$ cat config.mk
export PLATFORM = sky130hd
export DESIGN_NAME = cpuTop
export DESIGN_NICKNAME = d
export VERILOG_FILES = /design/src/design/isaPkg.sv /design/src/design/busPkg.sv /design/src/design/regFile.sv /design/src/design/aluUnit.sv /design/src/design/fetchUnit.sv /design/src/design/datapath.sv /design/src/design/memArbiter.sv /design/src/design/cpuTop.sv
export SDC_FILE = /design/constraint.sdc
export NUM_CORES = 1
export LEC_CHECK = 0
export BUFFER_PORTS_ARGS = -buffer_cell sky130_fd_sc_hd__clkbuf_2
export CORE_MARGIN = 2
export CORE_UTILIZATION = 40
export CTS_CLUSTER_DIAMETER = 50
export DETAILED_ROUTE_END_ITERATION = 12
export GPL_TIMING_DRIVEN = 1
export PLACE_DENSITY_LB_ADDON = 0.15
export SLEW_MARGIN = 20
export SYNTH_ARGS = -nofsm -noshare
export SYNTH_HDL_FRONTEND = slang
export SYNTH_HIERARCHICAL = 1
export SYNTH_SLANG_ARGS = --single-unit
$ cat constraint.sdc
create_clock -name clk -period 9.71 [get_ports clk]
set_clock_uncertainty 0.15 [all_clocks]
set_input_delay 0.971 -clock clk [delete_from_list [all_inputs] [get_ports clk]]
set_output_delay 0.971 -clock clk [all_outputs]
set_load 0.01 [all_outputs]
$ cat src/design/isaPkg.sv
package isaPkg;

    localparam int unsigned wordWidth = 16;

    typedef enum logic [3:0] {
        opBne   = 4'd0,
        opBeq   = 4'd1,
        opBgz   = 4'd2,
        opBlz   = 4'd3,
        opAdi   = 4'd4,
        opOri   = 4'd5,
        opLhi   = 4'd6,
        opLwd   = 4'd7,
        opSwd   = 4'd8,
        opJmp   = 4'd9,
        opJal   = 4'd10,
        opRtype = 4'd15   // function-coded group, JPR/JRL/WWD/HLT too
    } opcode_e;

    typedef enum logic [5:0] {
        fnAdd = 6'd0,
        fnSub = 6'd1,
        fnAnd = 6'd2,
        fnOrr = 6'd3,
        fnNot = 6'd4,
        fnTcp = 6'd5,
        fnShl = 6'd6,
        fnShr = 6'd7,
        fnJpr = 6'd25,
        fnJrl = 6'd26,
        fnWwd = 6'd28,
        fnHlt = 6'd29
    } func_e;

    typedef struct packed {
        opcode_e    opcode;
        logic [1:0] rs;
        logic [1:0] rt;
        logic [1:0] rd;
        func_e      func;
    } rFormat_s;

    typedef struct packed {
        opcode_e    opcode;
        logic [1:0] rs;
        logic [1:0] rt;
        logic [7:0] imm;
    } iFormat_s;

    typedef struct packed {
        opcode_e     opcode;
        logic [11:0] target;
    } jFormat_s;

    typedef union packed {
        rFormat_s r;
        iFormat_s i;
        jFormat_s j;
    } instrWord_u;

    // low eight values follow the R-type function codes
    typedef enum logic [3:0] {
        aluAdd   = 4'd0,
        aluSub   = 4'd1,
        aluAnd   = 4'd2,
        aluOrr   = 4'd3,
        aluNot   = 4'd4,
        aluTcp   = 4'd5,
        aluShl   = 4'd6,
        aluShr   = 4'd7,
        aluPassB = 4'd8
    } aluOp_e;

endpackage

$ cat src/design/busPkg.sv
package busPkg;

    localparam int unsigned addrWidth = 16;

    typedef enum logic [1:0] {
        ownIdle  = 2'd0,
        ownFetch = 2'd1,
        ownData  = 2'd2
    } requester_e;

endpackage

$ cat src/design/regFile.sv
module regFile import isaPkg::*; (
    input  logic                 clk,
    input  logic                 reset_n,
    input  logic [1:0]           readAddrA,
    input  logic [1:0]           readAddrB,
    input  logic [1:0]           writeAddr,
    input  logic [wordWidth-1:0] writeData,
    input  logic                 writeEnable,
    output logic [wordWidth-1:0] readDataA,
    output logic [wordWidth-1:0] readDataB
);

    logic [wordWidth-1:0] regs [4];

    assign readDataA = regs[readAddrA];
    assign readDataB = regs[readAddrB];

    always_ff @(posedge clk) begin
        if (reset_n) begin
            for (int i = 0; i < 4; i++) begin
                regs[i] <= '0;
            end
        end else if (writeEnable) begin
            regs[writeAddr] <= writeData;
        end
    end

endmodule

$ cat src/design/aluUnit.sv
module aluUnit import isaPkg::*; (
    input  logic [wordWidth-1:0] operandA,
    input  logic [wordWidth-1:0] operandB,
    input  aluOp_e               aluOp,
    output logic [wordWidth-1:0] result,
    output logic                 isZero,
    output logic                 isNegative
);

    always_comb begin
        case (aluOp)
            aluAdd:   result = operandA + operandB;
            aluSub:   result = operandA - operandB;
            aluAnd:   result = operandA & operandB;
            aluOrr:   result = operandA | operandB;
            aluNot:   result = ~operandA;
            aluTcp:   result = ~operandA + 1'b1;
            aluShl:   result = {operandA[wordWidth-2:0], 1'b0};
            aluShr:   result = {operandA[wordWidth-1], operandA[wordWidth-1:1]};  // arithmetic
            aluPassB: result = operandB;   // LHI
            default:  result = '0;
        endcase
    end

    // flags of the result, rs - rt or rs - 0 for branches
    assign isZero     = (result == '0);
    assign isNegative = result[wordWidth-1];

endmodule

$ cat src/design/fetchUnit.sv
module fetchUnit import isaPkg::*, busPkg::*; #(
    parameter logic [addrWidth-1:0] resetVector = '0
) (
    input  logic                 clk,
    input  logic                 reset_n,
    output logic                 fetchReq,
    output logic [addrWidth-1:0] fetchAddr,
    input  logic                 fetchAck,
    input  logic [wordWidth-1:0] fetchRData,
    output logic [wordWidth-1:0] instr,
    output logic                 instrValid,
    input  logic                 instrTake,
    input  logic                 redirect,
    input  logic [addrWidth-1:0] redirectTarget
);

    logic [addrWidth-1:0] nextPc;
    logic                 waitAckLow;
    logic                 dropFetch;   // fetch in flight overtaken by a redirect
    logic                 startFetch;

    // buffer empty, or emptied this cycle
    assign startFetch = !fetchReq && !waitAckLow && !redirect && (!instrValid || instrTake);

    always_ff @(posedge clk) begin
        if (reset_n) begin
            nextPc     <= resetVector;
            fetchReq   <= 1'b0;
            waitAckLow <= 1'b0;
            dropFetch  <= 1'b0;
            instrValid <= 1'b0;
        end else begin
            if (instrTake || redirect) begin
                instrValid <= 1'b0;
            end
            if (startFetch) begin
                fetchReq <= 1'b1;
            end
            if (fetchReq && fetchAck) begin
                fetchReq   <= 1'b0;
                waitAckLow <= 1'b1;
                if (!dropFetch && !redirect) begin
                    instrValid <= 1'b1;
                    nextPc     <= fetchAddr + 1'b1;
                end
            end
            if (waitAckLow && !fetchAck) begin
                waitAckLow <= 1'b0;
                dropFetch  <= 1'b0;
            end
            if (redirect) begin
                nextPc <= redirectTarget;
                if (fetchReq && !fetchAck) begin
                    dropFetch <= 1'b1;
                end
            end
        end
    end

    always_ff @(posedge clk) begin
        if (startFetch) begin
            fetchAddr <= nextPc;
        end
        if (fetchReq && fetchAck) begin
            instr <= fetchRData;   // only marked valid when not dropped
        end
    end

endmodule

$ cat src/design/datapath.sv
module datapath import isaPkg::*, busPkg::*; #(
    parameter logic [addrWidth-1:0] resetVector = '0
) (
    input  logic                 clk,
    input  logic                 reset_n,
    input  logic [wordWidth-1:0] instr,
    input  logic                 instrValid,
    output logic                 instrTake,
    output logic                 redirect,
    output logic [addrWidth-1:0] redirectTarget,
    output logic                 dataReq,
    output logic                 dataWrite,
    output logic [addrWidth-1:0] dataAddr,
    output logic [wordWidth-1:0] dataWData,
    input  logic                 dataAck,
    input  logic [wordWidth-1:0] dataRData,
    output logic [wordWidth-1:0] outputPort,
    output logic                 outputValid,
    output logic [wordWidth-1:0] numInst,
    output logic                 halted
);

    instrWord_u           iw;
    opcode_e              op;
    func_e                fn;
    logic [addrWidth-1:0] execPc;
    logic [addrWidth-1:0] pcPlus1;
    logic [wordWidth-1:0] immSext;
    logic [wordWidth-1:0] immZext;
    logic [wordWidth-1:0] rsVal;
    logic [wordWidth-1:0] rtVal;
    logic [wordWidth-1:0] operandB;
    logic [wordWidth-1:0] aluResult;
    aluOp_e               aluOp;
    logic                 isZero;
    logic                 isNegative;
    logic                 isFuncGroup;
    logic                 isAluR;
    logic                 isBranch;
    logic                 isJumpReg;
    logic                 isLink;
    logic                 isMem;
    logic                 isWwd;
    logic                 isHlt;
    logic                 branchTaken;
    logic                 execute;
    logic                 memWaitLow;
    logic                 loadReturn;
    logic [1:0]           memRt;
    logic [1:0]           writeAddr;
    logic [wordWidth-1:0] writeData;
    logic                 writeEnable;

    assign iw          = instr;
    assign op          = iw.r.opcode;
    assign fn          = iw.r.func;
    assign immSext     = {{8{iw.i.imm[7]}}, iw.i.imm};
    assign immZext     = {8'h00, iw.i.imm};
    assign isFuncGroup = (op == opRtype);
    assign isAluR      = isFuncGroup && (iw.r.func[5:3] == 3'b000);
    assign isBranch    = op inside {opBne, opBeq, opBgz, opBlz};
    assign isJumpReg   = isFuncGroup && (fn == fnJpr || fn == fnJrl);
    assign isLink      = (op == opJal) || (isFuncGroup && fn == fnJrl);
    assign isMem       = (op == opLwd) || (op == opSwd);
    assign isWwd       = isFuncGroup && (fn == fnWwd);
    assign isHlt       = isFuncGroup && (fn == fnHlt);

    regFile regs (
        .clk        (clk),
        .reset_n    (reset_n),
        .readAddrA  (iw.r.rs),
        .readAddrB  (iw.r.rt),
        .writeAddr  (writeAddr),
        .writeData  (writeData),
        .writeEnable(writeEnable),
        .readDataA  (rsVal),
        .readDataB  (rtVal)
    );

    always_comb begin
        aluOp    = aluAdd;
        operandB = rtVal;
        case (op)
            opAdi, opLwd, opSwd: begin
                operandB = immSext;
            end
            opOri: begin
                aluOp    = aluOrr;
                operandB = immZext;
            end
            opLhi: begin
                aluOp    = aluPassB;
                operandB = {iw.i.imm, 8'h00};
            end
            opBne, opBeq: begin
                aluOp = aluSub;
            end
            opBgz, opBlz: begin
                aluOp    = aluSub;   // rs - 0 gives the flags of rs
                operandB = '0;
            end
            opRtype: begin
                aluOp = aluOp_e'({1'b0, iw.r.func[2:0]});
            end
            default: ;
        endcase
    end

    aluUnit alu (
        .operandA  (rsVal),
        .operandB  (operandB),
        .aluOp     (aluOp),
        .result    (aluResult),
        .isZero    (isZero),
        .isNegative(isNegative)
    );

    always_comb begin
        case (op)
            opBne:   branchTaken = !isZero;
            opBeq:   branchTaken = isZero;
            opBgz:   branchTaken = !isZero && !isNegative;
            opBlz:   branchTaken = isNegative;
            default: branchTaken = 1'b0;
        endcase
    end

    assign execute   = instrValid && !dataReq && !memWaitLow && !halted;
    // HLT stays in the buffer, which keeps fetch from starting again
    assign instrTake = execute && !isHlt;
    assign redirect  = execute && (branchTaken || op == opJmp || op == opJal || isJumpReg);
    assign pcPlus1   = execPc + 1'b1;

    always_comb begin
        if (isBranch) begin
            redirectTarget = pcPlus1 + immSext;
        end else if (isJumpReg) begin
            redirectTarget = rsVal;
        end else begin
            redirectTarget = {execPc[addrWidth-1:12], iw.j.target};
        end
    end

    assign loadReturn = dataReq && dataAck && !dataWrite;

    always_comb begin
        writeEnable = 1'b0;
        writeAddr   = iw.i.rt;
        writeData   = aluResult;
        if (loadReturn) begin
            writeEnable = 1'b1;
            writeAddr   = memRt;
            writeData   = dataRData;
        end else if (execute) begin
            if (isAluR) begin
                writeEnable = 1'b1;
                writeAddr   = iw.r.rd;
            end else if (op inside {opAdi, opOri, opLhi}) begin
                writeEnable = 1'b1;
            end else if (isLink) begin
                writeEnable = 1'b1;
                writeAddr   = 2'd2;   // link register
                writeData   = pcPlus1;
            end
        end
    end

    always_ff @(posedge clk) begin
        if (reset_n) begin
            execPc      <= resetVector;
            dataReq     <= 1'b0;
            dataWrite   <= 1'b0;
            memWaitLow  <= 1'b0;
            outputValid <= 1'b0;
            numInst     <= '0;
            halted      <= 1'b0;
        end else begin
            outputValid <= execute && isWwd;
            if (instrTake) begin
                execPc <= redirect ? redirectTarget : pcPlus1;
            end
            if (execute) begin
                if (isHlt) begin
                    halted <= 1'b1;
                end
                if (isMem) begin
                    dataReq   <= 1'b1;
                    dataWrite <= (op == opSwd);
                end else begin
                    numInst <= numInst + 1'b1;
                end
            end
            if (dataReq && dataAck) begin
                dataReq    <= 1'b0;
                memWaitLow <= 1'b1;
            end
            if (memWaitLow && !dataAck) begin   // load/store done
                memWaitLow <= 1'b0;
                numInst    <= numInst + 1'b1;
            end
        end
    end

    always_ff @(posedge clk) begin
        if (execute && isWwd) begin
            outputPort <= rsVal;
        end
        if (execute && isMem) begin
            dataAddr  <= aluResult;
            dataWData <= rtVal;
            memRt     <= iw.i.rt;
        end
    end

    // HLT stays buffered once the core halts
    haltNoTake: assert property (@(posedge clk) disable iff (reset_n)
        halted |-> instrValid && isHlt && !instrTake);

    // ack only inside a load/store handshake
    ackInHandshake: assert property (@(posedge clk) disable iff (reset_n)
        dataAck |-> dataReq || memWaitLow);

endmodule

$ cat src/design/memArbiter.sv
module memArbiter import isaPkg::*, busPkg::*; (
    input  logic                 clk,
    input  logic                 reset_n,
    input  logic                 fetchReq,
    input  logic [addrWidth-1:0] fetchAddr,
    output logic                 fetchAck,
    output logic [wordWidth-1:0] fetchRData,
    input  logic                 dataReq,
    input  logic                 dataWrite,
    input  logic [addrWidth-1:0] dataAddr,
    input  logic [wordWidth-1:0] dataWData,
    output logic                 dataAck,
    output logic [wordWidth-1:0] dataRData,
    output logic                 memReq,
    output logic                 memWrite,
    output logic [addrWidth-1:0] memAddr,
    output logic [wordWidth-1:0] memWData,
    input  logic                 memAck,
    input  logic [wordWidth-1:0] memRData
);

    requester_e owner;

    assign memReq     = (owner == ownData) ? dataReq : (owner == ownFetch) ? fetchReq : 1'b0;
    assign memWrite   = (owner == ownData) && dataWrite;
    assign memAddr    = (owner == ownData) ? dataAddr : fetchAddr;
    assign memWData   = dataWData;
    assign fetchAck   = (owner == ownFetch) && memAck;
    assign dataAck    = (owner == ownData) && memAck;
    assign fetchRData = memRData;
    assign dataRData  = memRData;

    always_ff @(posedge clk) begin
        if (reset_n) begin
            owner <= ownIdle;
        end else if (owner == ownIdle) begin
            if (!memAck) begin
                if (dataReq) begin   // data wins a tie
                    owner <= ownData;
                end else if (fetchReq) begin
                    owner <= ownFetch;
                end
            end
        end else if (!memReq && !memAck) begin
            owner <= ownIdle;   // req dropped and ack fallen
        end
    end

    // owner, request and address held until the external ack
    ownedReq: assert property (@(posedge clk) disable iff (reset_n)
        memReq && !memAck |=> memReq && $stable(owner) && $stable(memAddr));

    // an external ack always goes to exactly one owner
    oneAck: assert property (@(posedge clk) disable iff (reset_n)
        memAck |-> fetchAck ^ dataAck);

endmodule

$ cat src/design/cpuTop.sv
module cpuTop import isaPkg::*, busPkg::*; #(
    parameter logic [addrWidth-1:0] resetVector = '0
) (
    input  logic                 clk,
    input  logic                 reset_n,
    output logic                 memReq,
    output logic                 memWrite,
    output logic [addrWidth-1:0] memAddr,
    output logic [wordWidth-1:0] memWData,
    input  logic                 memAck,
    input  logic [wordWidth-1:0] memRData,
    output logic [wordWidth-1:0] outputPort,
    output logic                 outputValid,
    output logic [wordWidth-1:0] numInst,
    output logic                 halted
);

    logic                 fetchReq;
    logic [addrWidth-1:0] fetchAddr;
    logic                 fetchAck;
    logic [wordWidth-1:0] fetchRData;
    logic [wordWidth-1:0] instr;
    logic                 instrValid;
    logic                 instrTake;
    logic                 redirect;
    logic [addrWidth-1:0] redirectTarget;
    logic                 dataReq;
    logic                 dataWrite;
    logic [addrWidth-1:0] dataAddr;
    logic [wordWidth-1:0] dataWData;
    logic                 dataAck;
    logic [wordWidth-1:0] dataRData;

    // port names match the nets above
    fetchUnit #(.resetVector(resetVector)) fetch (.*);

    datapath #(.resetVector(resetVector)) core (.*);

    memArbiter arbiter (.*);

endmodule

==> out/summary.json <==
{
  "outcome": {
    "status": "finished clean"
  },
  "clock_network": {
    "clock_path_buffers": 3,
    "worst_setup_hold_path_clk_slew_ns": 0.06,
    "cts.root.buffer_cell": "sky130_fd_sc_hd__clkbuf_16",
    "ctsHtreeMaxLevel": 1,
    "cts_hold_repair.buffers": 0,
    "post-cts-setup-buffers": 0,
    "number_of_clock_sinks": 205,
    "cts-resized-gates": 0,
    "tritoncts": "built",
    "clkLatencyLatePin_ns": 0.54,
    "number_of_buffers_created_by_cts": 26
  },
  "sta": {
    "rsz0062_at_grt": "no",
    "postLayoutSetupSlackWorst_ns": 1.574,
    "maxSlewHeadroom_pct": 32.38,
    "max_freq_mhz": 122.9,
    "final_period_minus_worst_setup_slack_ns": 8.136,
    "maxSlewViolCount": 0,
    "setup_tns_ns": 0,
    "finalSetupViolCount": 0,
    "final-hold-violation-count": 0,
    "final.hold.worst_slack_ns": 0.2734,
    "final.period_utilization_pct": 83.79,
    "max_slew.worst_pin.slew_ns": 1.005
  },
  "logic_synthesis": {
    "syn-cell-area_um2": 14430,
    "synth.ff_latch_count": 205,
    "post_synth.cell_area_avg_um2": 9.917,
    "share_of_flip_flops_with_an_asynchronous_set_or_reset_after_synthesis_pct": 0,
    "synth.distinct_cells": 108,
    "synth-seq-area-share_pct": 38.57,
    "synth_top_cells_by_area": "sky130_fd_sc_hd__edfxtp_1 (30%), sky130_fd_sc_hd__dfxtp_1 (8.2%), sky130_fd_sc_hd__mux4_2 (5.0%)",
    "synth_top_area_cell": "sky130_fd_sc_hd__edfxtp_1",
    "synthCells": 1455,
    "synth-warning-count": 6,
    "synthDominantCellAreaShare_pct": 30.39,
    "synth_top_flop_cell": "sky130_fd_sc_hd__edfxtp_1",
    "syn-num-nets": 1517,
    "synth_edf_count": 146
  },
  "floorplan": {
    "floorplan.die.height_um": 193.9,
    "pin_count": 87,
    "die_width_um": 193.9,
    "core_um2": 35570,
    "initial_utilization_pct": 40.57,
    "core.rowCount": 69,
    "floorplan.die_area_um2": 37610
  },
  "critical_path": {
    "required_ns": 9.79,
    "worst-endpoint-arrival_ns": 8.22,
    "crit_path_max_incr_delay_ns": 0.86,
    "crit_path_end_kind": "flop",
    "cp-start-kind": "flop",
    "cp_slowest_cell": "sky130_fd_sc_hd__edfxtp_1",
    "cp_max_fo": 52,
    "timing.rr.start": "fetch/instr[15]",
    "crit_top_cell": "sky130_fd_sc_hd__o21ai_0",
    "path_cells": "or4b_4 > o21a_1 > a22o_1 > or4_1 > nor4_1 > nand2b_1 > o21ai_0 > xor2_1 > ha_1 > nor3b_1 > o21ai_0 > o21ai_0 > a221oi_1 > nand3_1 > a2111oi_2 > nand3_1 > nor4b_2 > nor3b_1 > a2111oi_2 > a22oi_2 > buf_4 > inv_2 > nor4_2 > buf_4",
    "critPathLaunch": "fetch/instr[15]",
    "setup.worst_path.class": "reg -> reg"
  },
  "power": {
    "p_per_area_nw_per_um2": 148.4,
    "design_power_total_mw": 2.334,
    "worst_voltage_drop_across_the_vdd_grid_mv": 0.1315,
    "leakagePower_nw": 5.766
  },
  "final_layout": {
    "drive_above_1_share_pct": 17.58,
    "most-common-layout-cells": "sky130_fd_sc_hd__edfxtp_1 (146), sky130_fd_sc_hd__nand2_1 (116), sky130_fd_sc_hd__nor2_1 (98)",
    "insertedDiodeCount": 0,
    "area_delta_synth_final_pct": 9.001,
    "filler_cell_count": 3466,
    "layout.cells.most_common": "sky130_fd_sc_hd__edfxtp_1",
    "final_design_area_no_fill_um2": 15730,
    "num-nets-final": 1521,
    "multi_input_area_um2": 7958,
    "regArea_um2": 5565
  },
  "global_routing": {
    "globalRouteTotalUtil_pct": 24.30,
    "first_global_vias": 11249,
    "pin_count_of_the_biggest_net_entering_global_routing": 53,
    "globalRoute.totalOverflow": 0,
    "grt_pass1_wl_um": 70440,
    "grt_antenna_before_repair": 0
  },
  "routing": {
    "ant_nets": 0,
    "routed-via-count": 11686,
    "drt_via_density": 6.024,
    "detail_route.wirelength_um": 46740,
    "tritonroute_pass_1_iters": 5,
    "routedWlPerCell_um": 24.09,
    "residual_drc": 0,
    "drt-initial-drc-count": 1000
  },
  "worst_hold_path": {
    "holdCritStartpoint": "fetch/nextPc[15]",
    "timing.hold.worst.class": "reg -> reg"
  },
  "place": {
    "gp_congestion": 0.9715,
    "dpl_cell_area_um2": 14830,
    "placement.setup.worst_slack_ns": 1.765,
    "detailed_place_hpwl_um": 34360,
    "io_buffers": 86
  },
  "job": {
    "drv_cap": 0
  }
}
==> through the flow <==
step	utilization, %	cells
6_report	44.22	1940
5_1_grt	44.22	1940
4_1_cts	44.22	1940
3_5_place_dp	41.68	1892
3_3_place_gp	41.68	1892
2_1_floorplan	-	1455
==> per-layer routing <==
| metal | GRT usage (%) | vias to the layer above | wire length (µm) |
|---|---|---|---|
| met2 | 38.40 | 457 | 21110 |
| met5 | 0 | - | 0 |
| li1 | - | 5404 | - |
| met3 | 4.053 | 93 | 3431 |
| met1 | 33.38 | 5732 | 20380 |
| met4 | 9.484 | 0 | 1820 |
==> kinds of logic (layout without fill, tap and decap cells) <==
logic type | Yosys count | after routing | synth area share [%]
multiplexers | 95 | 95 | 9.747
AND/OR/NAND/NOR | 530 | 530 | 20.70
flip-flops | 205 | 205 | 38.57
XOR/XNOR | 79 | 79 | 4.899
buffers and inverters | 168 | 192 | 6.495
adder cells (fa/ha/maj) | 48 | 48 | 4.180
AO/OA/AOI/OAI | 330 | 330 | 15.41
==> synth_stat cells, types with 20 or more instances <==
| cell | count |
|---|---|
| sky130_fd_sc_hd__clkbuf_1 | 43 |
| sky130_fd_sc_hd__nand3_1 | 35 |
| sky130_fd_sc_hd__ha_1 | 41 |
| sky130_fd_sc_hd__inv_1 | 36 |
| sky130_fd_sc_hd__edfxtp_1 | 146 |
| sky130_fd_sc_hd__xnor2_1 | 51 |
| sky130_fd_sc_hd__nand2_1 | 116 |
| sky130_fd_sc_hd__o21ai_0 | 66 |
| sky130_fd_sc_hd__xor2_1 | 27 |
| sky130_fd_sc_hd__nor2_1 | 99 |
| sky130_fd_sc_hd__buf_2 | 20 |
| sky130_fd_sc_hd__dfxtp_1 | 59 |
| sky130_fd_sc_hd__mux4_2 | 32 |
| sky130_fd_sc_hd__and2_1 | 71 |
| sky130_fd_sc_hd__nor3_1 | 35 |
| sky130_fd_sc_hd__a21oi_1 | 77 |
| sky130_fd_sc_hd__buf_4 | 54 |
| sky130_fd_sc_hd__mux2i_1 | 40 |
==> registers in the layout, indices dropped and copies added (netlist names), 2 cells and up <==
name             cells
core/dataAddr       16
fetch/instr         16
core/regs/regs      64
core/execPc         16
core/outputPort     16
core/memRt           2
core/dataWData      16
arbiter/owner        2
fetch/fetchAddr     16
core/numInst        16
fetch/nextPc        16
==> path summary, 6_finish.rpt <==
check / to / slack [ns] / depth (start not counted)
setup reg to reg: fetch/fetchAddr[6] / 1.57 / 24
hold reg to reg: fetch/fetchAddr[15] / 0.27 / 0
setup / recovery: fetch/fetchAddr[6] / 1.57 / 24
hold / removal: fetch/fetchAddr[15] / 0.27 / 0
==> area by class of cell <==
type | count | area share [%]
clock buffers | 29 | 4.344
clock inverters | 19 | 1.384
inverters | 37 | 0.8831
multi-input cells | 1082 | 50.60
flip-flops and latches | 205 | 35.39
well taps | 461 | 3.667
repair buffers | 107 | 3.739
==> power by group <==
group          switching, mW  internal [mW]
Sequential            0.0285          0.965
Clock                  0.388          0.615
Combinational          0.220          0.118
==> critical path: cells and delay by family (launching register included) <==
kind | cells | cell delay, ns
adders and majority gates | 1 | 0.40
and+or+nand+nor | 10 | 3.23
AOI/OAI and AO/OA | 9 | 2.09
xor gates and xnor gates | 1 | 0.11
DFF | 1 | 0.86
buffers and inverters | 3 | 0.93
No activity file was read; power rests on OpenSTA's default activity.
